File: src/l2_cache_pkg.sv
// Geometry constants for the second-level cache
// Vector typedefs for addresses, lines, tags, ways and ages
// Enums for the memory address select and the controller FSM

package l2_cache_pkg;

    localparam int num_ways    = 4;
    localparam int num_sets    = 8;
    localparam int offset_bits = 5;
    localparam int index_bits  = 3;
    localparam int tag_bits    = 24;

    typedef logic [31:0]  addr_t;
    typedef logic [255:0] line_t;
    typedef logic [23:0]  tag_t;
    typedef logic [2:0]   index_t;
    typedef logic [1:0]   way_t;
    typedef logic [3:0]   way_mask_t;
    typedef logic [7:0]   age_t;

    // Source of the physical memory address
    typedef enum logic {
        addr_fetch,
        addr_writeback
    } pmem_addr_sel_t;

    typedef enum logic [2:0] {
        idle,
        lookup,
        fetch,
        fill,
        write_back
    } ctrl_state_t;

endpackage : l2_cache_pkg
File: src/l2_cache_control.sv
// Cache controller FSM
// Sequences lookup, victim write-back, line fetch and fill

`timescale 1ns/10ps

module l2_cache_control
(
    input  logic clk,
    input  logic rst,

    // Requester side
    input  logic mem_read,
    input  logic mem_write,
    output logic mem_resp,

    // Physical memory side
    input  logic pmem_resp,
    output logic pmem_read,
    output logic pmem_write,

    // Datapath status
    input  logic hit,
    input  logic victim_dirty,

    // Datapath strobes
    output logic line_load,
    output logic fill,
    output logic cpu_write,
    output logic evict,
    output logic age_touch,
    output l2_cache_pkg::pmem_addr_sel_t pmem_address_sel
);

    l2_cache_pkg::ctrl_state_t state;
    l2_cache_pkg::ctrl_state_t next_state;

    always_comb
    begin : state_actions
        mem_resp         = 1'b0;
        pmem_read        = 1'b0;
        pmem_write       = 1'b0;
        line_load        = 1'b0;
        fill             = 1'b0;
        cpu_write        = 1'b0;
        evict            = 1'b0;
        age_touch        = 1'b0;
        pmem_address_sel = l2_cache_pkg::addr_fetch;

        case (state)
            l2_cache_pkg::idle:
            begin
            end
            l2_cache_pkg::lookup:
            begin
                mem_resp  = hit;
                age_touch = hit;
                // Write hit lands in the hit way at the end of this cycle
                cpu_write = hit & mem_write;
            end
            l2_cache_pkg::write_back:
            begin
                pmem_write       = 1'b1;
                pmem_address_sel = l2_cache_pkg::addr_writeback;
                evict            = pmem_resp;
            end
            l2_cache_pkg::fetch:
            begin
                pmem_read        = 1'b1;
                pmem_address_sel = l2_cache_pkg::addr_fetch;
                line_load        = pmem_resp;
            end
            l2_cache_pkg::fill:
            begin
                fill = 1'b1;
            end
            default:
            begin
            end
        endcase
    end

    always_comb
    begin : next_state_logic
        next_state = state;

        case (state)
            l2_cache_pkg::idle:
            begin
                if (mem_read || mem_write)
                begin
                    next_state = l2_cache_pkg::lookup;
                end
            end
            l2_cache_pkg::lookup:
            begin
                if (hit)
                begin
                    next_state = l2_cache_pkg::idle;
                end
                else if (victim_dirty)
                begin
                    next_state = l2_cache_pkg::write_back;
                end
                else
                begin
                    next_state = l2_cache_pkg::fetch;
                end
            end
            l2_cache_pkg::write_back:
            begin
                if (pmem_resp)
                begin
                    next_state = l2_cache_pkg::fetch;
                end
            end
            l2_cache_pkg::fetch:
            begin
                if (pmem_resp)
                begin
                    next_state = l2_cache_pkg::fill;
                end
            end
            l2_cache_pkg::fill:
            begin
                // Look again, which now hits
                next_state = l2_cache_pkg::lookup;
            end
            default:
            begin
                next_state = l2_cache_pkg::idle;
            end
        endcase
    end

    always_ff @(posedge clk)
    begin : state_register
        if (rst)
        begin
            state <= l2_cache_pkg::idle;
        end
        else
        begin
            state <= next_state;
        end
    end

endmodule : l2_cache_control

File: config.mk
export PLATFORM = sky130hd
export DESIGN_NAME = l2_cache_control
export DESIGN_NICKNAME = d
export VERILOG_FILES = /design/src/l2_cache_pkg.sv /design/src/l2_cache_control.sv
export SDC_FILE = /design/constraint.sdc
export NUM_CORES = 1
export LEC_CHECK = 0
export BUFFER_PORTS_ARGS = -buffer_cell sky130_fd_sc_hd__buf_2
export CAP_MARGIN = 25
export CORE_AREA = 2 2 39 41
export DETAILED_ROUTE_END_ITERATION = 16
export DIE_AREA = 0 0 41 43
export PLACE_DENSITY = 0.47
export SLEW_MARGIN = 15
export SYNTH_ARGS = -nofsm -noshare
export SYNTH_HDL_FRONTEND = slang
export SYNTH_SLANG_ARGS = --single-unit
export TNS_END_PERCENT = 100
File: constraint.sdc
create_clock -name clk -period 0.95 [get_ports clk]
set_input_delay 0.1425 -clock clk [delete_from_list [all_inputs] [get_ports clk]]
set_output_delay 0.1425 -clock clk [all_outputs]
set_load 0.02 [all_outputs]
==> out/metrics.yaml <==
cp-endpoint: "line_load"
setup_viol: 11
critPathLaunch: "state[0]"
initial_core_util_pct: 15.73
grt_max_degree: 6
violations: "negative setup slack"
p_leak_nw: 0.2208
timing.fmax_mhz: 750.6
clock_latency_ps: 240
reg2reg_depth: 5
top_register: "state"
cts_tree: "built"
critical_path.max_stage_delay_ps: 330
grt_pass1_vias: 279
synth_top_area_share_pct: 27.59
synth_area_um2: 217.7
ir_worst_vdd_mv: 0.5332
pwr_density_cell_nw_per_um2: 1130
cts.path.max_buffers: 2
largest_reg_flops: 3
synth_fp_nets: 32
gp_congestion: 0.7765
place_inst: 60
rows: 14
dieHeight_um: 43
period_minus_slack_ps: 1332
r2r_start: "state[0]"
synth_top_family_by_area: "simple AND/OR/NAND/NOR gates"
antenna_left: 0
synthArstFlopShare_pct: 0
wl_per_cell_um: 10.48
reg2reg_slack_ps: -90
antenna_found_initial: 0
synthSimpleGateAreaFrac_pct: 46.55
hold_violations: 0
skew_ps: 8.825
wl_um: 692
synth_top_area_cell: "dfxtp_1"
synth_cell_type_count: 15
fin_cells: 66
synth.avg_cell_area_um2: 8.708
numPortBuffers: 15
cts_hold_buf: 0
avgViaCountPerCell: 4.167
slew_violations: 0
drtIter0Drc: 2
relSlewSlack_pct: 84.67
r2r-end: "state[1]"
synthTopCellsByCount: "and2_1 (3), dfxtp_1 (3)"
clkSinkCount: 3
clk_pin_slew_ps: 40
htree_levels: 1
drc_errors: 0
hold_path.class: "input pin to register"
yosysSeqAreaShare_pct: 27.59
synth_top_cells_by_area: "dfxtp_1 (28%), nor3b_2 (11%), and2_1 (8.6%)"
maxCapViolations: 0
end_kind: "primary output"
areaGrowthSynthToFinish_pct: 128.7
slowest_stage: "dfxtp_2"
fin_ws_ps: -382.2
ioPinCount: 16
synthCells: 25
synth_mux_area_share_pct: 0
grt_pass1_wl_um: 1207
start_kind: "register"
synth-xor-area-share_pct: 0
synthAdderAreaFrac_pct: 0
yosys_warnings: 0
status: "complete, but fails checks"
synth-edff-count: 0
layout.nets: 58
cp.arrival_ps: 1190
ys_ff_latch: 3
tightest_slew_ps: 227.5
firstDrtPassIters: 2
cp_max_fo: 4
crit_type: "register to primary output"
diodes: 0
vias: 275
finalCritPeriodShare_pct: 140.2
layout-drive-gt1-share_pct: 82.00
gr-usage-all-layers_pct: 10.82
root_buffer: "clkbuf_4"
yosys_most_used_dff: "dfxtp_1"
coreArea_um2: 1384
die_w_um: 41
rsz0062_at_grt: "true"
grt_overflow_total: 0
finalSetupTns_ps: -2919
crit_required_ps: 810
synth_compound_area_share_pct: 16.67
cts_buffers: 3
die_area_um2: 1763
path_cells: "buf_12 > nor3b_4 > and2_4 > buf_6"
reg_top3: "state x3"
metal layers:
layer | share of wire, % | wire length (um) | track usage [%] | up-vias
li1 | - | - | - | 139
met3 | 6.4 | 44 | 3.141 | 0
met5 | 0 | 0 | 0 | -
met4 | 0 | 0 | 10.00 | 0
met1 | 41 | 283 | 11.82 | 123
met2 | 53 | 364 | 15.63 | 13
how the worst min path moves through the flow:
stage	startpoint	cells past startpoint	slack, ps	endpoint
detailed placement	rst	2	340	state[1]
CTS	rst	2	90	state[1]
global placement	rst	2	340	state[1]
global route	rst	2	100	state[1]
finish	rst	2	110	state[1]
floorplan	rst	1	200	state[1]
through the flow:
| stage | instance area [um2] | power, mW | worst slack (ps) | utilization, % | hold WS (ps) |
|---|---|---|---|---|---|
| final | 498.0 | 0.5628 | -382.2 | 35.99 | 110.8 |
| after global routing | 498.0 | 0.6183 | -442.7 | 35.99 | 103.9 |
| after CTS | 476.7 | 0.5677 | -411.1 | 34.45 | 88.49 |
| after detailed placement | 379.1 | 0.2952 | -190.6 | 27.40 | 336.5 |
| after global placement | 379.1 | 0.2942 | -154.7 | 27.40 | 341.2 |
| after floorplan | 247.7 | 0.2316 | -199.5 | - | 197.6 |
critical path, delay by kind of cell (launching register included):
family | cells | cell delay [ps]
simple gates | 2 | 380
flops | 1 | 330
buf+inv | 2 | 240
cell type report:
class | count | area, um2
multi-input cells | 19 | 172.7
well taps | 16 | 20.02
flip-flops and latches | 3 | 68.82
repair buffers | 24 | 210.2
fillers | 138 | 885.9
clock buffers | 4 | 26.28
kinds of logic (layout without fill, tap and decap cells):
kind of cell           after synthesis  count (layout)
and+or+nand+nor                     13              13
DFF                                  3               3
AOI/OAI and AO/OA                    6               6
buffers and inverters                3              28
power by group:
part | internal (mW) | total, mW | switching, mW
registers | 0.134 | 0.147 | 0.0132
logic | 0.110 | 0.187 | 0.0767
clock network | 0.158 | 0.229 | 0.0714
total | 0.401 | 0.563 | 0.161
placed cells by master (no fill, tap or decap):
cell,count
a211oi_2,1
a21oi_1,1
a21oi_2,2
and2_4,3
and3b_2,1
and4bb_2,1
buf_12,1
buf_2,8
buf_4,5
buf_6,10
clkbuf_1,1
clkbuf_4,3
dfxtp_2,1
dfxtp_4,2
nand3b_1,1
nor2_1,2
nor3_1,2
nor3b_4,2
nor4bb_2,1
o21ai_0,1
o21ai_1,1
repair_timing:
action | 4_1_cts | 5_1_grt
gates resized for setup | 22 | 3
pin swaps | 7 | 3
buffers inserted | 1 | 2
setup endpoints to repair | 12 | 12
endpoints found under the hold margin | 0 | 0
No activity file was read; power rests on OpenSTA's default activity.
