===== src/l2_cache_pkg.sv =====
// Geometry constants for the second-level cache
// Vector typedefs for addresses, lines, tags, ways and ages
// Enums for the memory address select and the controller FSM

package l2_cache_pkg;

    localparam int num_ways    = 4;
    localparam int num_sets    = 8;
    localparam int offset_bits = 5;
    localparam int index_bits  = 3;
    localparam int tag_bits    = 24;

    typedef logic [31:0]  addr_t;
    typedef logic [255:0] line_t;
    typedef logic [23:0]  tag_t;
    typedef logic [2:0]   index_t;
    typedef logic [1:0]   way_t;
    typedef logic [3:0]   way_mask_t;
    typedef logic [7:0]   age_t;

    // Source of the physical memory address
    typedef enum logic {
        addr_fetch,
        addr_writeback
    } pmem_addr_sel_t;

    typedef enum logic [2:0] {
        idle,
        lookup,
        fetch,
        fill,
        write_back
    } ctrl_state_t;

endpackage : l2_cache_pkg

===== src/l2_pmem_port.sv =====
// Physical memory port
// Line buffer for fetched lines and memory address select

`timescale 1ns/10ps

module l2_pmem_port
(
    input  logic                         clk,
    input  logic                         rst,
    input  logic                         line_load,
    input  l2_cache_pkg::line_t          pmem_rdata,
    input  l2_cache_pkg::pmem_addr_sel_t pmem_address_sel,
    input  l2_cache_pkg::addr_t          mem_address,
    input  l2_cache_pkg::tag_t           victim_tag,
    output l2_cache_pkg::line_t          fill_line,
    output l2_cache_pkg::addr_t          pmem_address
);

    l2_cache_pkg::line_t    line_buf;
    l2_cache_pkg::index_t   req_index;

    assign req_index = mem_address[l2_cache_pkg::offset_bits +: l2_cache_pkg::index_bits];

    always_ff @(posedge clk)
    begin
        if (rst)
        begin
            line_buf <= '0;
        end
        else if (line_load)
        begin
            line_buf <= pmem_rdata;
        end
    end

    assign fill_line = line_buf;

    // Both addresses are line aligned
    always_comb
    begin
        if (pmem_address_sel == l2_cache_pkg::addr_writeback)
        begin
            pmem_address = {victim_tag, req_index, {l2_cache_pkg::offset_bits{1'b0}}};
        end
        else
        begin
            pmem_address = {mem_address[31:l2_cache_pkg::offset_bits],
                            {l2_cache_pkg::offset_bits{1'b0}}};
        end
    end

endmodule : l2_pmem_port


===== config.mk =====
export PLATFORM = sky130hd
export DESIGN_NAME = l2_pmem_port
export DESIGN_NICKNAME = d
export VERILOG_FILES = /design/src/l2_cache_pkg.sv /design/src/l2_pmem_port.sv
export SDC_FILE = /design/constraint.sdc
export NUM_CORES = 1
export LEC_CHECK = 0
export BUFFER_PORTS_ARGS = -buffer_cell sky130_fd_sc_hd__buf_4
export CORE_AREA = 10 10 229 231
export DETAILED_ROUTE_END_ITERATION = 16
export DIE_AREA = 0 0 239 241
export SETUP_SLACK_MARGIN = 0.15
export SLEW_MARGIN = 40
export SYNTH_ARGS = -nofsm -noshare
export SYNTH_HDL_FRONTEND = slang
export SYNTH_SLANG_ARGS = --single-unit

===== constraint.sdc =====
create_clock -name clk -period 0.95 [get_ports clk]
set_clock_uncertainty 0.15 [all_clocks]
set_input_delay 0.0475 -clock clk [delete_from_list [all_inputs] [get_ports clk]]
set_output_delay 0.0475 -clock clk [all_outputs]
set_load 0.005 [all_outputs]

==> summary.md, run 1 <==
| Metric | Value |
|---|---|
| Number of global-route vias before repair | `11130` |
| Crit Path Class | `reg -> out` |
| Final Power | `0.02955 W` |
| MaxCap Viol Count | `0` |
| Pwr/cell area | `1437 mW/mm2` |
| Wire length on met1 | `16.25 mm` |
| Share of cells above drive strength 1 | `58.10%` |
| Psw | `0.007264 W` |
| CP Data Arrival Time | `1040 ps` |
| Post-layout util | `43.26%` |
| Delay of the slowest critical-path stage | `360 ps` |
| Crit. Startpoint | `fill_line[117]$_SDFFE_PP0P_` |
| Core Box Area | `0.04755 mm2` |
| Initial antenna violation count | `7` |
| Number of port buffers | `587` |
| Synth Instances | `861` |
| Row count | `80` |
| Post-synthesis register bit count | `256` |
| First-pass GRT wire length | `66.92 mm` |
| CP top delay family | `flip-flops` |
| DRT iter0 DRCs | `282` |
| Syn Area/Cell | `11.23 um2` |
| Fin. Hold Viols | `227` |
| Synthesis-to-finish area growth | `112.7%` |
| Worst hold path class | `in -> reg` |
| Setup-failing EPs final | `264` |
| CP Depth | `1` |
| First-pass DRT Iterations | `4` |
| Die height | `241 um` |
| Period utilization | `130.0%` |
| Crit path launch type | `flop` |
| Grt ovf | `0` |
| Fmax | `809.6 MHz` |
| Reg-to-reg critical path startpoint | `fill_line[31]$_SDFFE_PP0P_` |
| Worst skew pair latency | `560 ps` |
| Met2 Routed Length | `24.00 mm` |
| Routed vias | `10060` |
| Switching Fraction | `24.58%` |
| R2R depth | `4` |
| Final net count | `2114` |
| Sequential share of power | `40.7%` |
| Status | `complete, but fails checks` |
| Commonest non-fill, non-tap cell in the layout | `buf_4` |
| Die W | `239 um` |
| CTS Buf Count | `29` |
| Routed wire length | `47.07 mm` |
| Total GRT Usage | `14.76%` |
| Clk network pwr share | `38.5%` |
| CTS root buf | `clkbuf_16` |
| Die area | `0.05760 mm2` |
| Slowest-stage cell, CP | `dfxtp_4` |
| Met3 wire length | `4.934 mm` |
| CTS tree | `yes` |
| Commonest cells after routing, fill and taps aside | `buf_4, buf_6, dlygate4sd3_1` |
| RD Place Congestion | `0.8399` |
| Hold Crit Start | `rst` |
| Hold Crit Depth | `2` |
| Sequential share of the synthesized area | `52.99%` |
| ANT nets after route | `0` |
| Worst Setup End Kind | `output port` |
| Internal power | `0.02229 W` |
| Clk sinks | `256` |
| DR WL/cell | `19.28 um` |
| Placed Area | `0.01489 mm2` |
| Failing checks | `negative hold slack, negative setup slack` |
| Yosys warning total | `0` |
| Largest net degree at the start of global routing | `26` |
| Final Max Tran Viols | `0` |
| CP Max Fanout | `2` |
| Worst path buffer plus inverter count | `1` |
| Post-route cell area | `0.02057 mm2` |
| Post-synthesis cell area | `0.009672 mm2` |
| Worst VDD drop | `0.9849 mV` |
| Combinational power share | `20.8%` |
| Worst Path Required | `750 ps` |
| Max clock buf depth | `3` |
| DRC viols | `0` |
| Largest register FFs | `256` |
| H-tree depth | `1` |
| Vias per inst | `4.119` |
| Netlist cell types | `11` |
| PnR worst setup slack | `-285.2 ps` |
| Max layer used | `met4` |
| Initial Util | `20.34%` |
| Leakage | `9.889 nW` |
| Hold_ws | `-426.9 ps` |
| RSZ-0062 raised after global routing | `yes` |
| Io pins | `604` |
| Final min period | `1235 ps` |
| CP Cell Sequence | `buf_6` |
| Worst-path clk slew | `60 ps` |
| Detailed placement HPWL | `31.56 mm` |
layer usage:
metal  vias to the layer above  track usage [%]
li1                       4729                -
met1                      4710            14.69
met2                       510            26.60
met3                       110            5.874
met4                         0            6.926
met5                         -                0
cell families (layout without fill, tap and decap cells):
family        count (synthesis)  after routing  synth area share [%]
mux                         280            280                 29.29
buf+inv                      68           1024                 7.749
flops                       256            256                 52.99
other cells                   1             11               0.03877
simple gates                256            256                 9.935
final timing paths:
path                                      end  slack, ps
setup / recovery               fill_line[117]       -290
hold / removal    fill_line[124]$_SDFFE_PP0P_       -430
setup reg to reg   fill_line[31]$_SDFFE_PP0P_        -80
hold reg to reg   fill_line[128]$_SDFFE_PP0P_        340
what timing repair did:
action / in CTS / in global routing
pin swaps: 13 / 32
buffers inserted: 13 / 44
setup endpoints to repair: 283 / 539
resized for setup: 547 / 54
hold endpoints to repair: 259 / 190
hold buffers: 260 / 1
gates cloned: 1 / 0
through the flow:
stage               std cells  setup TNS [ps]  setup WS, ps
finish                   2442          -62860        -285.2
global route             2442          -71420        -311.5
CTS                      2392         -127240        -313.6
detailed placement       2064          -28410        -179.8
global placement         2064          -23690        -158.9
floorplan                 865               0         7.887
power by group through the flow:
stage	registers, W	logic, W	clock network (W)
global placement	0.0119	0.00428	0
CTS	0.0120	0.00576	0.0117
detailed placement	0.0120	0.00433	0
floorplan	0.0120	0.00173	0
global route	0.0121	0.00655	0.0120
finish	0.0120	0.00615	0.0114
cell usage after synthesis, drive strengths merged:
| cell type | instances | area share, % |
|---|---|---|
| conb | 1 | 0.039 |
| dfxtp | 256 | 53 |
| mux2i | 256 | 26 |
| clkbuf | 16 | 0.62 |
| nor2 | 256 | 9.9 |
| mux2 | 24 | 2.8 |
| buf | 52 | 7.1 |
cell type report:
class / instances / area (um2)
Tap cell: 615 / 769.5
Timing Repair Buffer: 970 / 9354
Multi-Input combinational cell: 541 / 3998
Sequential cell: 256 / 5450
Fill cell: 4108 / 26980
Antenna cell: 6 / 15.01
Clock inverter: 14 / 133.9
Clock buffer: 40 / 847.1
(Power assumes the default switching activity.)
==> run 2, diff against run 1 <==
--- a/config.mk
+++ b/config.mk
@@ -5,10 +5,12 @@
 export SDC_FILE = /design/constraint.sdc
 export NUM_CORES = 1
 export LEC_CHECK = 0
+export ABC_CLOCK_PERIOD_IN_PS = 950
 export BUFFER_PORTS_ARGS = -buffer_cell sky130_fd_sc_hd__buf_4
-export CORE_AREA = 10 10 229 231
+export CORE_AREA = 2 2 235 237
 export DETAILED_ROUTE_END_ITERATION = 16
-export DIE_AREA = 0 0 239 241
+export DIE_AREA = 0 0 237 239
+export GPL_ROUTABILITY_DRIVEN = 0
 export SETUP_SLACK_MARGIN = 0.15
 export SLEW_MARGIN = 40
 export SYNTH_ARGS = -nofsm -noshare
==> run 2 against run 1 <==
Compared with the run above:
- the flow still finishes with violations (negative hold slack, negative setup slack)
- hold slack better by 180 ps
- worst setup slack better by 10 ps
- critical endpoint is now fill_line[15]
- sequential power about the same
==> summary.md, run 2 (same netlist as run 1, synthesis figures left out) <==
| Metric | Value |
|---|---|
| Status | `complete, but fails checks` |
| Failing checks | `negative hold slack, negative setup slack` |
| First-pass DRT Iterations | `4 (unchanged)` |
| CP Cell Sequence | `buf_6` |
| Worst skew pair latency | `550 ps (about the same)` |
| Initial antenna violation count | `2 (-5)` |
| Setup WS pre-CTS | `-163.7 ps (+16.14 ps)` |
| Fill count | `4953 (+21%)` |
| Worst hold path class | `in -> reg` |
| Total GRT Usage | `12.79% (-2.0 points)` |
| Final min period | `1225 ps (-10.04 ps)` |
| Worst path buffer plus inverter count | `1 (unchanged)` |
| Detailed placement HPWL | `25.10 mm (-20%)` |
| Die height | `239 um (-0.83%)` |
| Die W | `237 um (-0.84%)` |
| Post-placement cell count | `2155 (+4.4%)` |
| Crit path launch type | `flop` |
| CTS root buf | `clkbuf_16` |
| Max clock buf depth | `3 (unchanged)` |
| CTS tree | `yes` |
| Vias per inst | `3.908 (-5.1%)` |
| Largest register FFs | `256 (unchanged)` |
| Placed Area | `0.01508 mm2 (+1.3%)` |
| Worst VDD drop | `1.112 mV (+13%)` |
| Commonest cells after routing, fill and taps aside | `buf_4, buf_6, dlygate4sd3_1` |
| Number of global-route vias before repair | `10720 (-3.6%)` |
| Grt ovf | `0 (unchanged)` |
| Pwr/cell area | `1384 mW/mm2 (-3.7%)` |
| Worst-path clk slew | `60 ps (about the same)` |
| Largest net degree at the start of global routing | `27 (+3.8%)` |
| Final net count | `2103 (-0.52%)` |
| Delay of the slowest critical-path stage | `360 ps (about the same)` |
| ANT nets after route | `0 (unchanged)` |
| Post-route cell area | `0.02060 mm2 (+0.14%)` |
| Row count | `86 (+7.5%)` |
| Number of port buffers | `587 (unchanged)` |
| Setup TNS | `-58760 ps (+4098 ps)` |
| Io pins | `604 (unchanged)` |
| Slowest-stage cell, CP | `dfxtp_2` |
| Fin. Hold Viols | `255 (+12%)` |
| Synthesis-to-finish area growth | `112.9%` |
| Leakage | `9.820 nW (-0.70%)` |
| Fmax | `816.2 MHz (+0.82%)` |
| Final Max Tran Viols | `0 (unchanged)` |
| CP top delay family | `flip-flops` |
| RSZ-0062 raised after global routing | `yes` |
| Hold buffer count at CTS | `259 (-0.38%)` |
| CP Data Arrival Time | `1030 ps (about the same)` |
| DR WL/cell | `15.89 um (-18%)` |
| Non-filler cells, final | `2512 (+2.9%)` |
| DRT iter0 DRCs | `221 (-22%)` |
| Commonest non-fill, non-tap cell in the layout | `buf_4` |
| First-pass GRT wire length | `57.72 mm (-14%)` |
| H-tree depth | `1 (unchanged)` |
| Die area | `0.05664 mm2 (-1.7%)` |
| Routed vias | `9818 (-2.4%)` |
| Worst Path Required | `750 ps (about the same)` |
| Share of cells above drive strength 1 | `57.31% (-0.79 points)` |
| Initial Util | `17.80% (-2.5 points)` |
| Period utilization | `129.0% (-1.1 points)` |
| Hold_ws | `-251.8 ps (+175.0 ps)` |
| MaxCap Viol Count | `0 (unchanged)` |
| Routed wire length | `39.90 mm (-15%)` |
| Core Box Area | `0.05434 mm2 (+14%)` |
| CTS Buf Count | `27 (-6.9%)` |
| Worst Setup End Kind | `output port` |
| Clk sinks | `256 (unchanged)` |
| Setup-failing EPs final | `268 (+1.5%)` |
| CP Max Fanout | `2 (unchanged)` |
| Crit Path Class | `reg -> out` |
| PnR worst setup slack | `-275.2 ps (+10.04 ps)` |
| DRC viols | `0 (unchanged)` |
-- run 2: metrics by stage --
| stage | power (W) | util [%] |
|---|---|---|
| 2_1_floorplan | 0.01370 | - |
| 3_3_place_gp | 0.01617 | 27.75 |
| 3_5_place_dp | 0.01624 | 27.75 |
| 4_1_cts | 0.02845 | 37.08 |
| 5_1_grt | 0.02966 | 37.90 |
| 6_report | 0.02851 | 37.90 |
-- run 2: final cells by class --
| class | count | area, um2 | area share [%] |
|---|---|---|---|
| Antenna cell | 2 | 5.005 | 0.02430 |
| Clock inverter | 6 | 58.81 | 0.2855 |
| Clock buffer | 42 | 802.0 | 3.894 |
| Timing Repair Buffer | 961 | 9398 | 45.63 |
| Tap cell | 704 | 880.8 | 4.277 |
| Sequential cell | 256 | 5458 | 26.50 |
| Multi-Input combinational cell | 541 | 3994 | 19.39 |
-- run 2: repair_timing --
item,4_1_cts,5_1_grt
gates resized for setup,557,50
endpoints found under the hold margin,259,255
pin swaps,14,55
cloned,2,0
setup buffers,15,31
endpoints found under the setup margin,283,400
-- run 2: layer usage --
layer / global-route usage, % / part of all wire [%]
met1: 12.76 / 35
met3: 3.268 / 6.8
met2: 24.69 / 53
met4: 5.926 / 4.2
met5: 0 / 0.32
-- run 2: worst reg2reg max path: stages, from the launching register on --
cell and delay, ps:
dfxtp_4 370, buf_6 120, mux2i_2 150, nor2_1 80
-- run 2: where the power goes --
part	internal [W]	switching (W)
clock	0.00603	0.00441
sequential	0.0115	0.000508
combinational	0.00402	0.00203
-- run 2: worst paths after layout --
check             slack, ps  cells past startpoint                         from                           to
setup / recovery       -280                      1   fill_line[15]$_SDFFE_PP0P_                fill_line[15]
hold / removal         -250                      3                          rst   fill_line[77]$_SDFFE_PP0P_
hold reg to reg         340                      2  fill_line[180]$_SDFFE_PP0P_  fill_line[180]$_SDFFE_PP0P_
setup reg to reg        -20                      3   fill_line[98]$_SDFFE_PP0P_   fill_line[98]$_SDFFE_PP0P_
